### src/include/core_macros.svh
`ifndef CORE_MACROS_SVH
`define CORE_MACROS_SVH

`define XLEN		32
`define REG_AW		5
`define REG_COUNT	32
`define RESET_PC	32'h0000_0000

// major opcodes
`define OPC_OP		7'b0110011
`define OPC_OP_IMM	7'b0010011
`define OPC_LUI		7'b0110111
`define OPC_LOAD	7'b0000011
`define OPC_STORE	7'b0100011
`define OPC_BRANCH	7'b1100011
`define OPC_JAL		7'b1101111
`define OPC_SYSTEM	7'b1110011

// funct3 for alu ops, word access and branches
`define F3_ADD_SUB	3'b000
`define F3_SLL		3'b001
`define F3_SLT		3'b010
`define F3_SLTU		3'b011
`define F3_XOR		3'b100
`define F3_SRL_SRA	3'b101
`define F3_OR		3'b110
`define F3_AND		3'b111
`define F3_LW		3'b010
`define F3_SW		3'b010
`define F3_BEQ		3'b000
`define F3_BNE		3'b001
`define F3_BLT		3'b100
`define F3_BGE		3'b101

// funct7 variants, the alternate one selects sub and sra
`define F7_BASE		7'b0000000
`define F7_ALT		7'b0100000
`define IMM_EBREAK	12'h001

`endif

### src/design/core_pkg.sv
`default_nettype none

package core_pkg;

	// register-register layout
	typedef struct packed {
		logic [6:0]	funct7;
		logic [4:0]	rs2;
		logic [4:0]	rs1;
		logic [2:0]	funct3;
		logic [4:0]	rd;
		logic [6:0]	opcode;
	} r_view_t;

	// immediate layout, also the source of U and J fields
	typedef struct packed {
		logic [11:0]	imm;
		logic [4:0]	rs1;
		logic [2:0]	funct3;
		logic [4:0]	rd;
		logic [6:0]	opcode;
	} i_view_t;

	// store layout, B immediate is a scrambled copy of it
	typedef struct packed {
		logic [6:0]	imm_hi;
		logic [4:0]	rs2;
		logic [4:0]	rs1;
		logic [2:0]	funct3;
		logic [4:0]	imm_lo;
		logic [6:0]	opcode;
	} s_view_t;

	typedef union packed {
		r_view_t	r;
		i_view_t	i;
		s_view_t	s;
	} rv_inst_u;

	typedef enum logic [2:0] {
		S_FETCH,
		S_WAIT_INST,
		S_EXEC,
		S_MEM_REQ,
		S_MEM_WAIT,
		S_HALT
	} ctrl_state_e;

	typedef enum logic [3:0] {
		ALU_ADD,
		ALU_SUB,
		ALU_AND,
		ALU_OR,
		ALU_XOR,
		ALU_SLT,
		ALU_SLTU,
		ALU_SLL,
		ALU_SRL,
		ALU_SRA
	} alu_op_e;

	typedef enum logic [2:0] {
		C_ALU,
		C_LUI,
		C_LOAD,
		C_STORE,
		C_BRANCH,
		C_JAL,
		C_EBREAK,
		C_ILLEGAL
	} inst_class_e;

endpackage

`default_nettype wire

### src/design/alu.sv
`default_nettype none

`include "core_macros.svh"

module alu (
	input  core_pkg::alu_op_e	op_i,
	input  logic [`XLEN-1:0]	a_i,
	input  logic [`XLEN-1:0]	b_i,
	input  logic [2:0]		branch_f3_i,
	output logic [`XLEN-1:0]	result_o,
	output logic			branch_taken_o
);
	import core_pkg::*;

	logic [4:0] shamt;
	logic eq;
	logic lt;
	logic ltu;

	assign shamt = b_i[4:0];
	assign eq = (a_i == b_i);
	assign lt = ($signed(a_i) < $signed(b_i));
	assign ltu = (a_i < b_i);

	always_comb begin
		case (op_i)
			ALU_ADD: result_o = a_i + b_i;
			ALU_SUB: result_o = a_i - b_i;
			ALU_AND: result_o = a_i & b_i;
			ALU_OR: result_o = a_i | b_i;
			ALU_XOR: result_o = a_i ^ b_i;
			ALU_SLT: result_o = {{(`XLEN-1){1'b0}}, lt};
			ALU_SLTU: result_o = {{(`XLEN-1){1'b0}}, ltu};
			ALU_SLL: result_o = a_i << shamt;
			ALU_SRL: result_o = a_i >> shamt;
			ALU_SRA: result_o = $unsigned($signed(a_i) >>> shamt);
			default: result_o = '0;
		endcase
	end

	// branch compare on rs1/rs2, signed for blt/bge
	always_comb begin
		case (branch_f3_i)
			`F3_BEQ: branch_taken_o = eq;
			`F3_BNE: branch_taken_o = !eq;
			`F3_BLT: branch_taken_o = lt;
			`F3_BGE: branch_taken_o = !lt;
			default: branch_taken_o = 1'b0;
		endcase
	end

endmodule

`default_nettype wire

### src/design/core_ctrl.sv
`default_nettype none

module core_ctrl (
	input  logic			clock,
	input  logic			rst_i,
	input  logic			imem_ready_i,
	input  logic			imem_rvalid_i,
	input  logic			dmem_ready_i,
	input  logic			dmem_resp_i,
	input  core_pkg::inst_class_e	inst_class_i,
	input  logic			branch_taken_i,
	output logic			imem_req_o,
	output logic			dmem_req_o,
	output logic			inst_load_o,
	output logic			pc_advance_o,
	output logic			pc_jump_o,
	output logic			reg_we_o,
	output logic			halt_o
);
	import core_pkg::*;

	ctrl_state_e state_q;
	ctrl_state_e state_d;

	// next state and single-cycle strobes
	always_comb begin
		state_d = state_q;
		inst_load_o = 1'b0;
		pc_advance_o = 1'b0;
		pc_jump_o = 1'b0;
		reg_we_o = 1'b0;
		case (state_q)
			S_FETCH: begin
				if (imem_req_o && imem_ready_i) begin
					state_d = S_WAIT_INST;
				end
			end
			S_WAIT_INST: begin
				if (imem_rvalid_i) begin
					inst_load_o = 1'b1;
					state_d = S_EXEC;
				end
			end
			S_EXEC: begin
				case (inst_class_i)
					C_ALU, C_LUI: begin
						reg_we_o = 1'b1;
						pc_advance_o = 1'b1;
						state_d = S_FETCH;
					end
					C_JAL: begin
						reg_we_o = 1'b1;
						pc_jump_o = 1'b1;
						state_d = S_FETCH;
					end
					C_BRANCH: begin
						pc_jump_o = branch_taken_i;
						pc_advance_o = !branch_taken_i;
						state_d = S_FETCH;
					end
					// pc moves on now, the access only needs the instruction register
					C_LOAD, C_STORE: begin
						pc_advance_o = 1'b1;
						state_d = S_MEM_REQ;
					end
					default: state_d = S_HALT;
				endcase
			end
			S_MEM_REQ: begin
				if (dmem_req_o && dmem_ready_i) begin
					state_d = S_MEM_WAIT;
				end
			end
			S_MEM_WAIT: begin
				if (dmem_resp_i) begin
					reg_we_o = (inst_class_i == C_LOAD);
					state_d = S_FETCH;
				end
			end
			default: state_d = S_HALT;
		endcase
	end

	// request and halt flops follow the next state
	always_ff @(posedge clock) begin
		if (rst_i) begin
			state_q <= S_FETCH;
			imem_req_o <= 1'b0;
			dmem_req_o <= 1'b0;
			halt_o <= 1'b0;
		end else begin
			state_q <= state_d;
			imem_req_o <= (state_d == S_FETCH);
			dmem_req_o <= (state_d == S_MEM_REQ);
			halt_o <= (state_d == S_HALT);
		end
	end

	// instruction register must still hold the memory op during the access
	a_mem_class: assert property (@(posedge clock) disable iff (rst_i)
		dmem_req_o |-> (inst_class_i == C_LOAD || inst_class_i == C_STORE));

	a_imem_hold: assert property (@(posedge clock) disable iff (rst_i)
		imem_req_o && !imem_ready_i |=> imem_req_o);

	a_dmem_hold: assert property (@(posedge clock) disable iff (rst_i)
		dmem_req_o && !dmem_ready_i |=> dmem_req_o);

endmodule

`default_nettype wire

### src/design/decoder.sv
`default_nettype none

`include "core_macros.svh"

module decoder (
	input  core_pkg::rv_inst_u	inst_i,
	output logic [`REG_AW-1:0]	rs1_o,
	output logic [`REG_AW-1:0]	rs2_o,
	output logic [`REG_AW-1:0]	rd_o,
	output logic [`XLEN-1:0]	imm_o,
	output core_pkg::alu_op_e	alu_op_o,
	output logic			use_imm_o,
	output core_pkg::inst_class_e	inst_class_o,
	output logic [2:0]		branch_f3_o
);
	import core_pkg::*;

	logic [`XLEN-1:0] imm_i;
	logic [`XLEN-1:0] imm_s;
	logic [`XLEN-1:0] imm_b;
	logic [`XLEN-1:0] imm_u;
	logic [`XLEN-1:0] imm_j;
	logic [2:0] f3;
	logic alt;
	logic shift;
	alu_op_e base_op;

	assign rs1_o = inst_i.r.rs1;
	assign rs2_o = inst_i.r.rs2;
	assign rd_o = inst_i.r.rd;
	assign branch_f3_o = inst_i.r.funct3;
	assign f3 = inst_i.r.funct3;
	assign alt = (inst_i.r.funct7 == `F7_ALT);
	assign shift = (f3 == `F3_SLL) || (f3 == `F3_SRL_SRA);

	// sign-extended immediates
	assign imm_i = {{20{inst_i.i.imm[11]}}, inst_i.i.imm};
	assign imm_s = {{20{inst_i.s.imm_hi[6]}}, inst_i.s.imm_hi, inst_i.s.imm_lo};
	assign imm_b = {{20{inst_i.s.imm_hi[6]}}, inst_i.s.imm_lo[0], inst_i.s.imm_hi[5:0],
		inst_i.s.imm_lo[4:1], 1'b0};
	assign imm_u = {inst_i.i.imm, inst_i.i.rs1, inst_i.i.funct3, 12'b0};
	assign imm_j = {{12{inst_i.i.imm[11]}}, inst_i.i.rs1, inst_i.i.funct3, inst_i.i.imm[0],
		inst_i.i.imm[10:1], 1'b0};

	// funct3 map shared by OP and OP-IMM; sub only exists in OP
	always_comb begin
		case (f3)
			`F3_ADD_SUB: base_op = (alt && inst_i.r.opcode == `OPC_OP) ? ALU_SUB : ALU_ADD;
			`F3_SLL: base_op = ALU_SLL;
			`F3_SLT: base_op = ALU_SLT;
			`F3_SLTU: base_op = ALU_SLTU;
			`F3_XOR: base_op = ALU_XOR;
			`F3_SRL_SRA: base_op = alt ? ALU_SRA : ALU_SRL;
			`F3_OR: base_op = ALU_OR;
			default: base_op = ALU_AND;
		endcase
	end

	always_comb begin
		imm_o = imm_i;
		alu_op_o = ALU_ADD;
		use_imm_o = 1'b1;
		inst_class_o = C_ILLEGAL;
		case (inst_i.r.opcode)
			`OPC_OP: begin
				alu_op_o = base_op;
				use_imm_o = 1'b0;
				if (inst_i.r.funct7 == `F7_BASE || (alt && (f3 == `F3_ADD_SUB ||
					f3 == `F3_SRL_SRA))) begin
					inst_class_o = C_ALU;
				end
			end
			`OPC_OP_IMM: begin
				alu_op_o = base_op;
				if (!shift || inst_i.r.funct7 == `F7_BASE || (alt && f3 == `F3_SRL_SRA)) begin
					inst_class_o = C_ALU;
				end
			end
			`OPC_LUI: begin
				imm_o = imm_u;
				inst_class_o = C_LUI;
			end
			`OPC_LOAD: inst_class_o = (f3 == `F3_LW) ? C_LOAD : C_ILLEGAL;
			`OPC_STORE: begin
				imm_o = imm_s;
				inst_class_o = (f3 == `F3_SW) ? C_STORE : C_ILLEGAL;
			end
			`OPC_BRANCH: begin
				imm_o = imm_b;
				use_imm_o = 1'b0;
				if (f3 == `F3_BEQ || f3 == `F3_BNE || f3 == `F3_BLT || f3 == `F3_BGE) begin
					inst_class_o = C_BRANCH;
				end
			end
			`OPC_JAL: begin
				imm_o = imm_j;
				inst_class_o = C_JAL;
			end
			`OPC_SYSTEM: begin
				if (inst_i.i.imm == `IMM_EBREAK && inst_i.i.rs1 == '0 &&
					inst_i.i.funct3 == 3'b000 && inst_i.i.rd == '0) begin
					inst_class_o = C_EBREAK;
				end
			end
			default: inst_class_o = C_ILLEGAL;
		endcase
	end

endmodule

`default_nettype wire

### src/design/pc_unit.sv
`default_nettype none

`include "core_macros.svh"

module pc_unit (
	input  logic			clock,
	input  logic			rst_i,
	input  logic			advance_i,
	input  logic			jump_i,
	input  logic [`XLEN-1:0]	target_i,
	output logic [`XLEN-1:0]	pc_o
);

	logic [`XLEN-1:0] pc_q;

	always_ff @(posedge clock) begin
		if (rst_i) begin
			pc_q <= `RESET_PC;
		end else if (jump_i) begin
			pc_q <= target_i;
		end else if (advance_i) begin
			pc_q <= pc_q + `XLEN'd4;
		end
	end

	assign pc_o = pc_q;

	// controller picks one update per instruction
	a_one_update: assert property (@(posedge clock) disable iff (rst_i)
		!(advance_i && jump_i));

endmodule

`default_nettype wire

### src/design/reg_file.sv
`default_nettype none

`include "core_macros.svh"

module reg_file (
	input  logic			clock,
	input  logic			rst_i,
	input  logic			we_i,
	input  logic [`REG_AW-1:0]	waddr_i,
	input  logic [`REG_AW-1:0]	raddr1_i,
	input  logic [`REG_AW-1:0]	raddr2_i,
	input  logic [`XLEN-1:0]	wdata_i,
	output logic [`XLEN-1:0]	rdata1_o,
	output logic [`XLEN-1:0]	rdata2_o
);

	logic [`XLEN-1:0] regs [`REG_COUNT];

	// x0 is never written so it keeps its reset zero
	always_ff @(posedge clock) begin
		if (rst_i) begin
			for (int i = 0; i < `REG_COUNT; i++) begin
				regs[i] <= '0;
			end
		end else if (we_i && waddr_i != '0) begin
			regs[waddr_i] <= wdata_i;
		end
	end

	assign rdata1_o = regs[raddr1_i];
	assign rdata2_o = regs[raddr2_i];

endmodule

`default_nettype wire

### src/design/rv_core.sv
`default_nettype none

`include "core_macros.svh"

module rv_core (
	input  logic			clock,
	input  logic			rst_i,
	output logic			imem_req_o,
	output logic [`XLEN-1:0]	imem_addr_o,
	input  logic			imem_ready_i,
	input  logic			imem_rvalid_i,
	input  logic [`XLEN-1:0]	imem_rdata_i,
	output logic			dmem_req_o,
	output logic			dmem_we_o,
	output logic [`XLEN-1:0]	dmem_addr_o,
	output logic [`XLEN-1:0]	dmem_wdata_o,
	input  logic			dmem_ready_i,
	input  logic			dmem_resp_i,
	input  logic [`XLEN-1:0]	dmem_rdata_i,
	output logic			halt_o
);
	import core_pkg::*;

	rv_inst_u inst_q;
	logic inst_load;
	logic pc_advance;
	logic pc_jump;
	logic reg_we;
	logic [`XLEN-1:0] pc;
	logic [`XLEN-1:0] target;
	logic [`XLEN-1:0] rs1_data;
	logic [`XLEN-1:0] rs2_data;
	logic [`XLEN-1:0] imm;
	logic [`XLEN-1:0] alu_b;
	logic [`XLEN-1:0] alu_result;
	logic [`XLEN-1:0] wb_data;
	logic [`REG_AW-1:0] rs1;
	logic [`REG_AW-1:0] rs2;
	logic [`REG_AW-1:0] rd;
	alu_op_e alu_op;
	logic use_imm;
	inst_class_e inst_class;
	logic [2:0] branch_f3;
	logic branch_taken;

	// instruction register, stable until the next fetch returns
	always_ff @(posedge clock) begin
		if (inst_load) begin
			inst_q <= imem_rdata_i;
		end
	end

	assign alu_b = use_imm ? imm : rs2_data;
	assign target = pc + imm;

	always_comb begin
		case (inst_class)
			C_LUI: wb_data = imm;
			C_JAL: wb_data = pc + `XLEN'd4;
			C_LOAD: wb_data = dmem_rdata_i;
			default: wb_data = alu_result;
		endcase
	end

	assign imem_addr_o = pc;
	assign dmem_we_o = (inst_class == C_STORE);
	assign dmem_addr_o = alu_result;
	assign dmem_wdata_o = rs2_data;

	core_ctrl u_core_ctrl (
		.clock		(clock),
		.rst_i		(rst_i),
		.imem_ready_i	(imem_ready_i),
		.imem_rvalid_i	(imem_rvalid_i),
		.dmem_ready_i	(dmem_ready_i),
		.dmem_resp_i	(dmem_resp_i),
		.inst_class_i	(inst_class),
		.branch_taken_i	(branch_taken),
		.imem_req_o	(imem_req_o),
		.dmem_req_o	(dmem_req_o),
		.inst_load_o	(inst_load),
		.pc_advance_o	(pc_advance),
		.pc_jump_o	(pc_jump),
		.reg_we_o	(reg_we),
		.halt_o		(halt_o)
	);

	pc_unit u_pc_unit (
		.clock		(clock),
		.rst_i		(rst_i),
		.advance_i	(pc_advance),
		.jump_i		(pc_jump),
		.target_i	(target),
		.pc_o		(pc)
	);

	decoder u_decoder (
		.inst_i		(inst_q),
		.rs1_o		(rs1),
		.rs2_o		(rs2),
		.rd_o		(rd),
		.imm_o		(imm),
		.alu_op_o	(alu_op),
		.use_imm_o	(use_imm),
		.inst_class_o	(inst_class),
		.branch_f3_o	(branch_f3)
	);

	reg_file u_reg_file (
		.clock		(clock),
		.rst_i		(rst_i),
		.we_i		(reg_we),
		.waddr_i	(rd),
		.raddr1_i	(rs1),
		.raddr2_i	(rs2),
		.wdata_i	(wb_data),
		.rdata1_o	(rs1_data),
		.rdata2_o	(rs2_data)
	);

	alu u_alu (
		.op_i		(alu_op),
		.a_i		(rs1_data),
		.b_i		(alu_b),
		.branch_f3_i	(branch_f3),
		.result_o	(alu_result),
		.branch_taken_o	(branch_taken)
	);

endmodule

`default_nettype wire

### config.mk
export PLATFORM = sky130hd
export DESIGN_NAME = rv_core
export DESIGN_NICKNAME = d
export VERILOG_FILES = /design/src/design/core_pkg.sv /design/src/design/alu.sv /design/src/design/core_ctrl.sv /design/src/design/decoder.sv /design/src/design/pc_unit.sv /design/src/design/reg_file.sv /design/src/design/rv_core.sv
export VERILOG_INCLUDE_DIRS = /design/src /design/src/include
export SDC_FILE = /design/constraint.sdc
export NUM_CORES = 2
export LEC_CHECK = 0
export BUFFER_PORTS_ARGS = -buffer_cell sky130_fd_sc_hd__buf_2
export CORE_ASPECT_RATIO = 2
export CORE_UTILIZATION = 30
export CTS_CLUSTER_SIZE = 40
export DETAILED_ROUTE_END_ITERATION = 12
export SLEW_MARGIN = 10
export SYNTH_ARGS = -nofsm -noshare
export SYNTH_HDL_FRONTEND = slang
export SYNTH_SLANG_ARGS = --single-unit
### constraint.sdc
create_clock -name clock -period 7.1 [get_ports clock]
set_clock_uncertainty 0.15 [all_clocks]
set_input_delay 1.065 -clock clock [delete_from_list [all_inputs] [get_ports clock]]
set_output_delay 1.065 -clock clock [all_outputs]
set_load 0.02 [all_outputs]
==> results.md <==
• **status** finished, violations left
• **violated checks** negative setup slack
• **net count of the finished layout** 6897
• **final critical-path share of the clock period** 108%
• **maximum vdd drop** 0.191 mV
• **kind of path behind the tightest hold check** in -> reg
• **core outline area** 228000 sq um
• **post-synthesis share of cell area spent on full adders, half adders and majority gates** 2.46%
• **share of synthesized cell area in and, or, nand and nor gates** 12.8%
• **Antenna Violating Nets Remaining** 0
• **via count of the first global-routing pass** 61600
• **register-to-register setup slack** 250 ps
• **Main synth FF type** edfxtp_1
• **RSZ-0062 raised after global routing** yes
• **endpoint arrival time on the critical path** 6470 ps
• **RD Place Congestion** 1.06
• **complex-gate fraction of the synthesized area** 11.2%
• **cell at the root of the clock tree** clkbuf_16
• **Final Hold Viols** 0
• **TritonCTS clock tree** built
• **DR vias/cell** 6.35
• **half-perimeter wire length after placement** 271 mm
• **final critical path time including I/O delays and setup** 7690 ps
• **area fraction of the dominant cell type after synthesis** 46.2%
• **post-synthesis register bit count** 1104
• **sum of overflow across all layers after global routing** 0
• **total clock buffers created by CTS** 95
• **leakage dissipation** 0.0323 uW
• **post-placement setup slack** -111 ps
• **worst hold margin** 329 ps
• **kind of critical path** reg -> out
• **Crit Path Max Fanout** 7
• **Yosys warning total** 0
• **Tot GR Track Use** 32.9%
• **detailed-routing iteration count for the pre-antenna-repair pass** 8
• **hold path startpoint** imem_rdata_i[26]
• **post-synthesis xor/xnor area fraction** 0.766%
• **end of the worst hold path** inst_q[26]
• **worst reg2reg path depth** 24
• **library cell with the largest summed area after synthesis** edfxtp_1
• **sum of routed wire length over all layers** 390 mm
• **antenna violations before repair** 32
• **first-pass GRT wire length** 519 mm
• **via total after detailed routing** 62200
• **worst flop-to-flop path endpoint** u_pc_unit.pc_o[26]
• **relative slew slack** 10.4%
• **post-route worst setup slack** -585 ps
• **max-slew violation count** 0
• **residual DRC count** 0
• **library cells used by synthesis** 102
• **die area** 231000 sq um
• **total negative slack for setup checks** -5830 ps
• **routed length per instance** 39.8 um
• **relative area change from synthesis to final layout** 25.4%
• **total of fill cells in the finished design** 22000
• **later-pin clock latency in the skew report** 770 ps
• **starting DRC count in detailed routing** 8709
• **synth top area cells** edfxtp_1 46%, mux4_2 14%, nor2_1 6.1%, mux2i_1 5.7%, a22oi_1 2.5%
• **Power per Cell Area** 243 nW/um^2
• **I/O pin count** 170
• **Port-buffer cells** 169
• **largest family of logic cells by synthesized area** multiplexers
• **clock-pin transition on the worst setup and hold timing paths** 80 ps
• **area of the mapped netlist** 68600 sq um
• **number of clock sinks** 1104
• **horizontal extent of the die** 340 um
• **commonest non-fill, non-tap cells in the layout** 1107 x nor2_1, 1056 x edfxtp_1, 786 x buf_4
• **setup-violating endpoint count in the final report** 23
• **max-cap viol count** 0
• **number of buffers on the longest clock path** 3
• **share of flip-flops with an asynchronous set or reset after synthesis** 0%
• **sort of element at the start of the critical path** flop
• **maximum number of pins on one net before global-route repair** 62
• **data required time at the worst endpoint** 5880 ps
• **average cell area after synthesis** 11.5 sq um
• **H-tree levels** 3
• **starting density of the core** 30.1%
• **Critical Path End Type** primary output
• **proportion of synthesized area in mux cells** 20.8%
• **number of rows in the core area** 248
• **achievable clock frequency** 130 MHz
• **number of enable flip-flop cells after synthesis** 1056
• **leading cell type in the layout, fill and taps excluded** nor2_1
• **share of the yosys chip area belonging to registers** 47.6%
• **Worst Hold Depth** 1
• **die extent in y** 678 um
• **actual transition at the worst max-transition pin** 1340 ps
• **fraction of final layout cells sized beyond drive strength 1** 32.6%
• **cells after synthesis** 5961
-- flip-flops by register name, indices dropped and copies added, names as in the netlist, named ones only --
name / cells
u_reg_file.regs: 1024
u_core_ctrl.dmem_req_o: 1
u_core_ctrl.state_q: 3
u_pc_unit.pc_o: 32
u_core_ctrl.imem_req_o: 1
u_core_ctrl.halt_o: 1
inst_q: 32
-- cells in the mapped netlist, types with 70 or more instances --
master	count
a211oi_1	70
a21oi_1	224
a22oi_1	232
buf_2	154
clkbuf_1	310
edfxtp_1	1056
ha_1	130
inv_1	123
mux2i_1	389
mux4_2	434
nand2_1	264
nand2b_1	78
nand3_1	122
nor2_1	1121
nor3_1	99
o21ai_0	170
-- worst max-delay path, stage by stage, from the launching register on --
cell and delay, ps:
dfxtp_4 360, buf_6 120, buf_12 130, buf_12 140
buf_12 130, buf_16 130, mux4_2 330, mux4_2 240
mux2i_1 90, buf_4 210, a21oi_4 530, inv_1 170
ha_2 250, nand2b_4 60, a21oi_2 40, a211o_1 300
a21oi_4 250, buf_6 140, a211oi_4 50, nor3_2 180
buf_4 190, o22ai_4 90, nor4_4 1060, a311oi_2 100
nand3_2 150, buf_12 140, buf_8 110
-- per-stage QoR --
stage                     cells  power (uW)  util (%)  instance area [sq um]
after floorplan            5992       10900         -                  68800
after global placement     9481       14400      34.8                  79400
after detailed placement   9483       14400      34.9                  79400
after CTS                  9728       20400      37.3                  84900
after global routing       9780       21200      37.8                  86000
final                      9791       20900      37.8                  86000
-- area by class of cell --
cell class / count / area, sq um / area share [%]
inverters: 131 / 502 / 0.583
clock buffers: 108 / 2450 / 2.85
flip-flops and latches: 1104 / 32700 / 38.0
repair buffers: 1157 / 10600 / 12.3
diodes: 15 / 37.5 / 0.0436
well taps: 3000 / 3750 / 4.36
clock inverters: 71 / 807 / 0.938
multi-input cells: 4205 / 35200 / 40.9
-- per-layer routing --
layer	wire length [um]	global-route usage, %
met1	110000	31.2
met2	183000	54.4
met3	42900	9.29
met4	54200	36.1
met5	208	0
-- where the power goes --
| part | switching [uW] | internal, uW |
|---|---|---|
| sequential | 168 | 7340 |
| combinational | 4750 | 3000 |
| clock | 2690 | 2930 |
| total | 7610 | 13300 |
-- what timing repair did --
item                       in CTS  in global routing
pin swaps                      80                 88
buffers inserted               61                 59
setup endpoints to repair      21                 25
gates cloned                   13                  2
hold buffers                    0                  0
gates resized for setup       295                171
-- logic make-up after synthesis --
group / Yosys count
buf+inv: 683
xor+xnor: 60
mux: 876
simple gates: 1982
flops: 1104
compound gates: 1122
other cells: 1
fa+ha+maj: 133
-- worst max path at each step --
stage	to	slack, ps	cells past startpoint
final	dmem_addr_o[0]	-590	26
after global routing	dmem_addr_o[0]	-560	24
after CTS	dmem_addr_o[30]	-330	20
after detailed placement	dmem_addr_o[30]	-110	21
after global placement	dmem_addr_o[23]	-400	18
after floorplan	dmem_addr_o[23]	30	23
(Power assumes the default switching activity.)
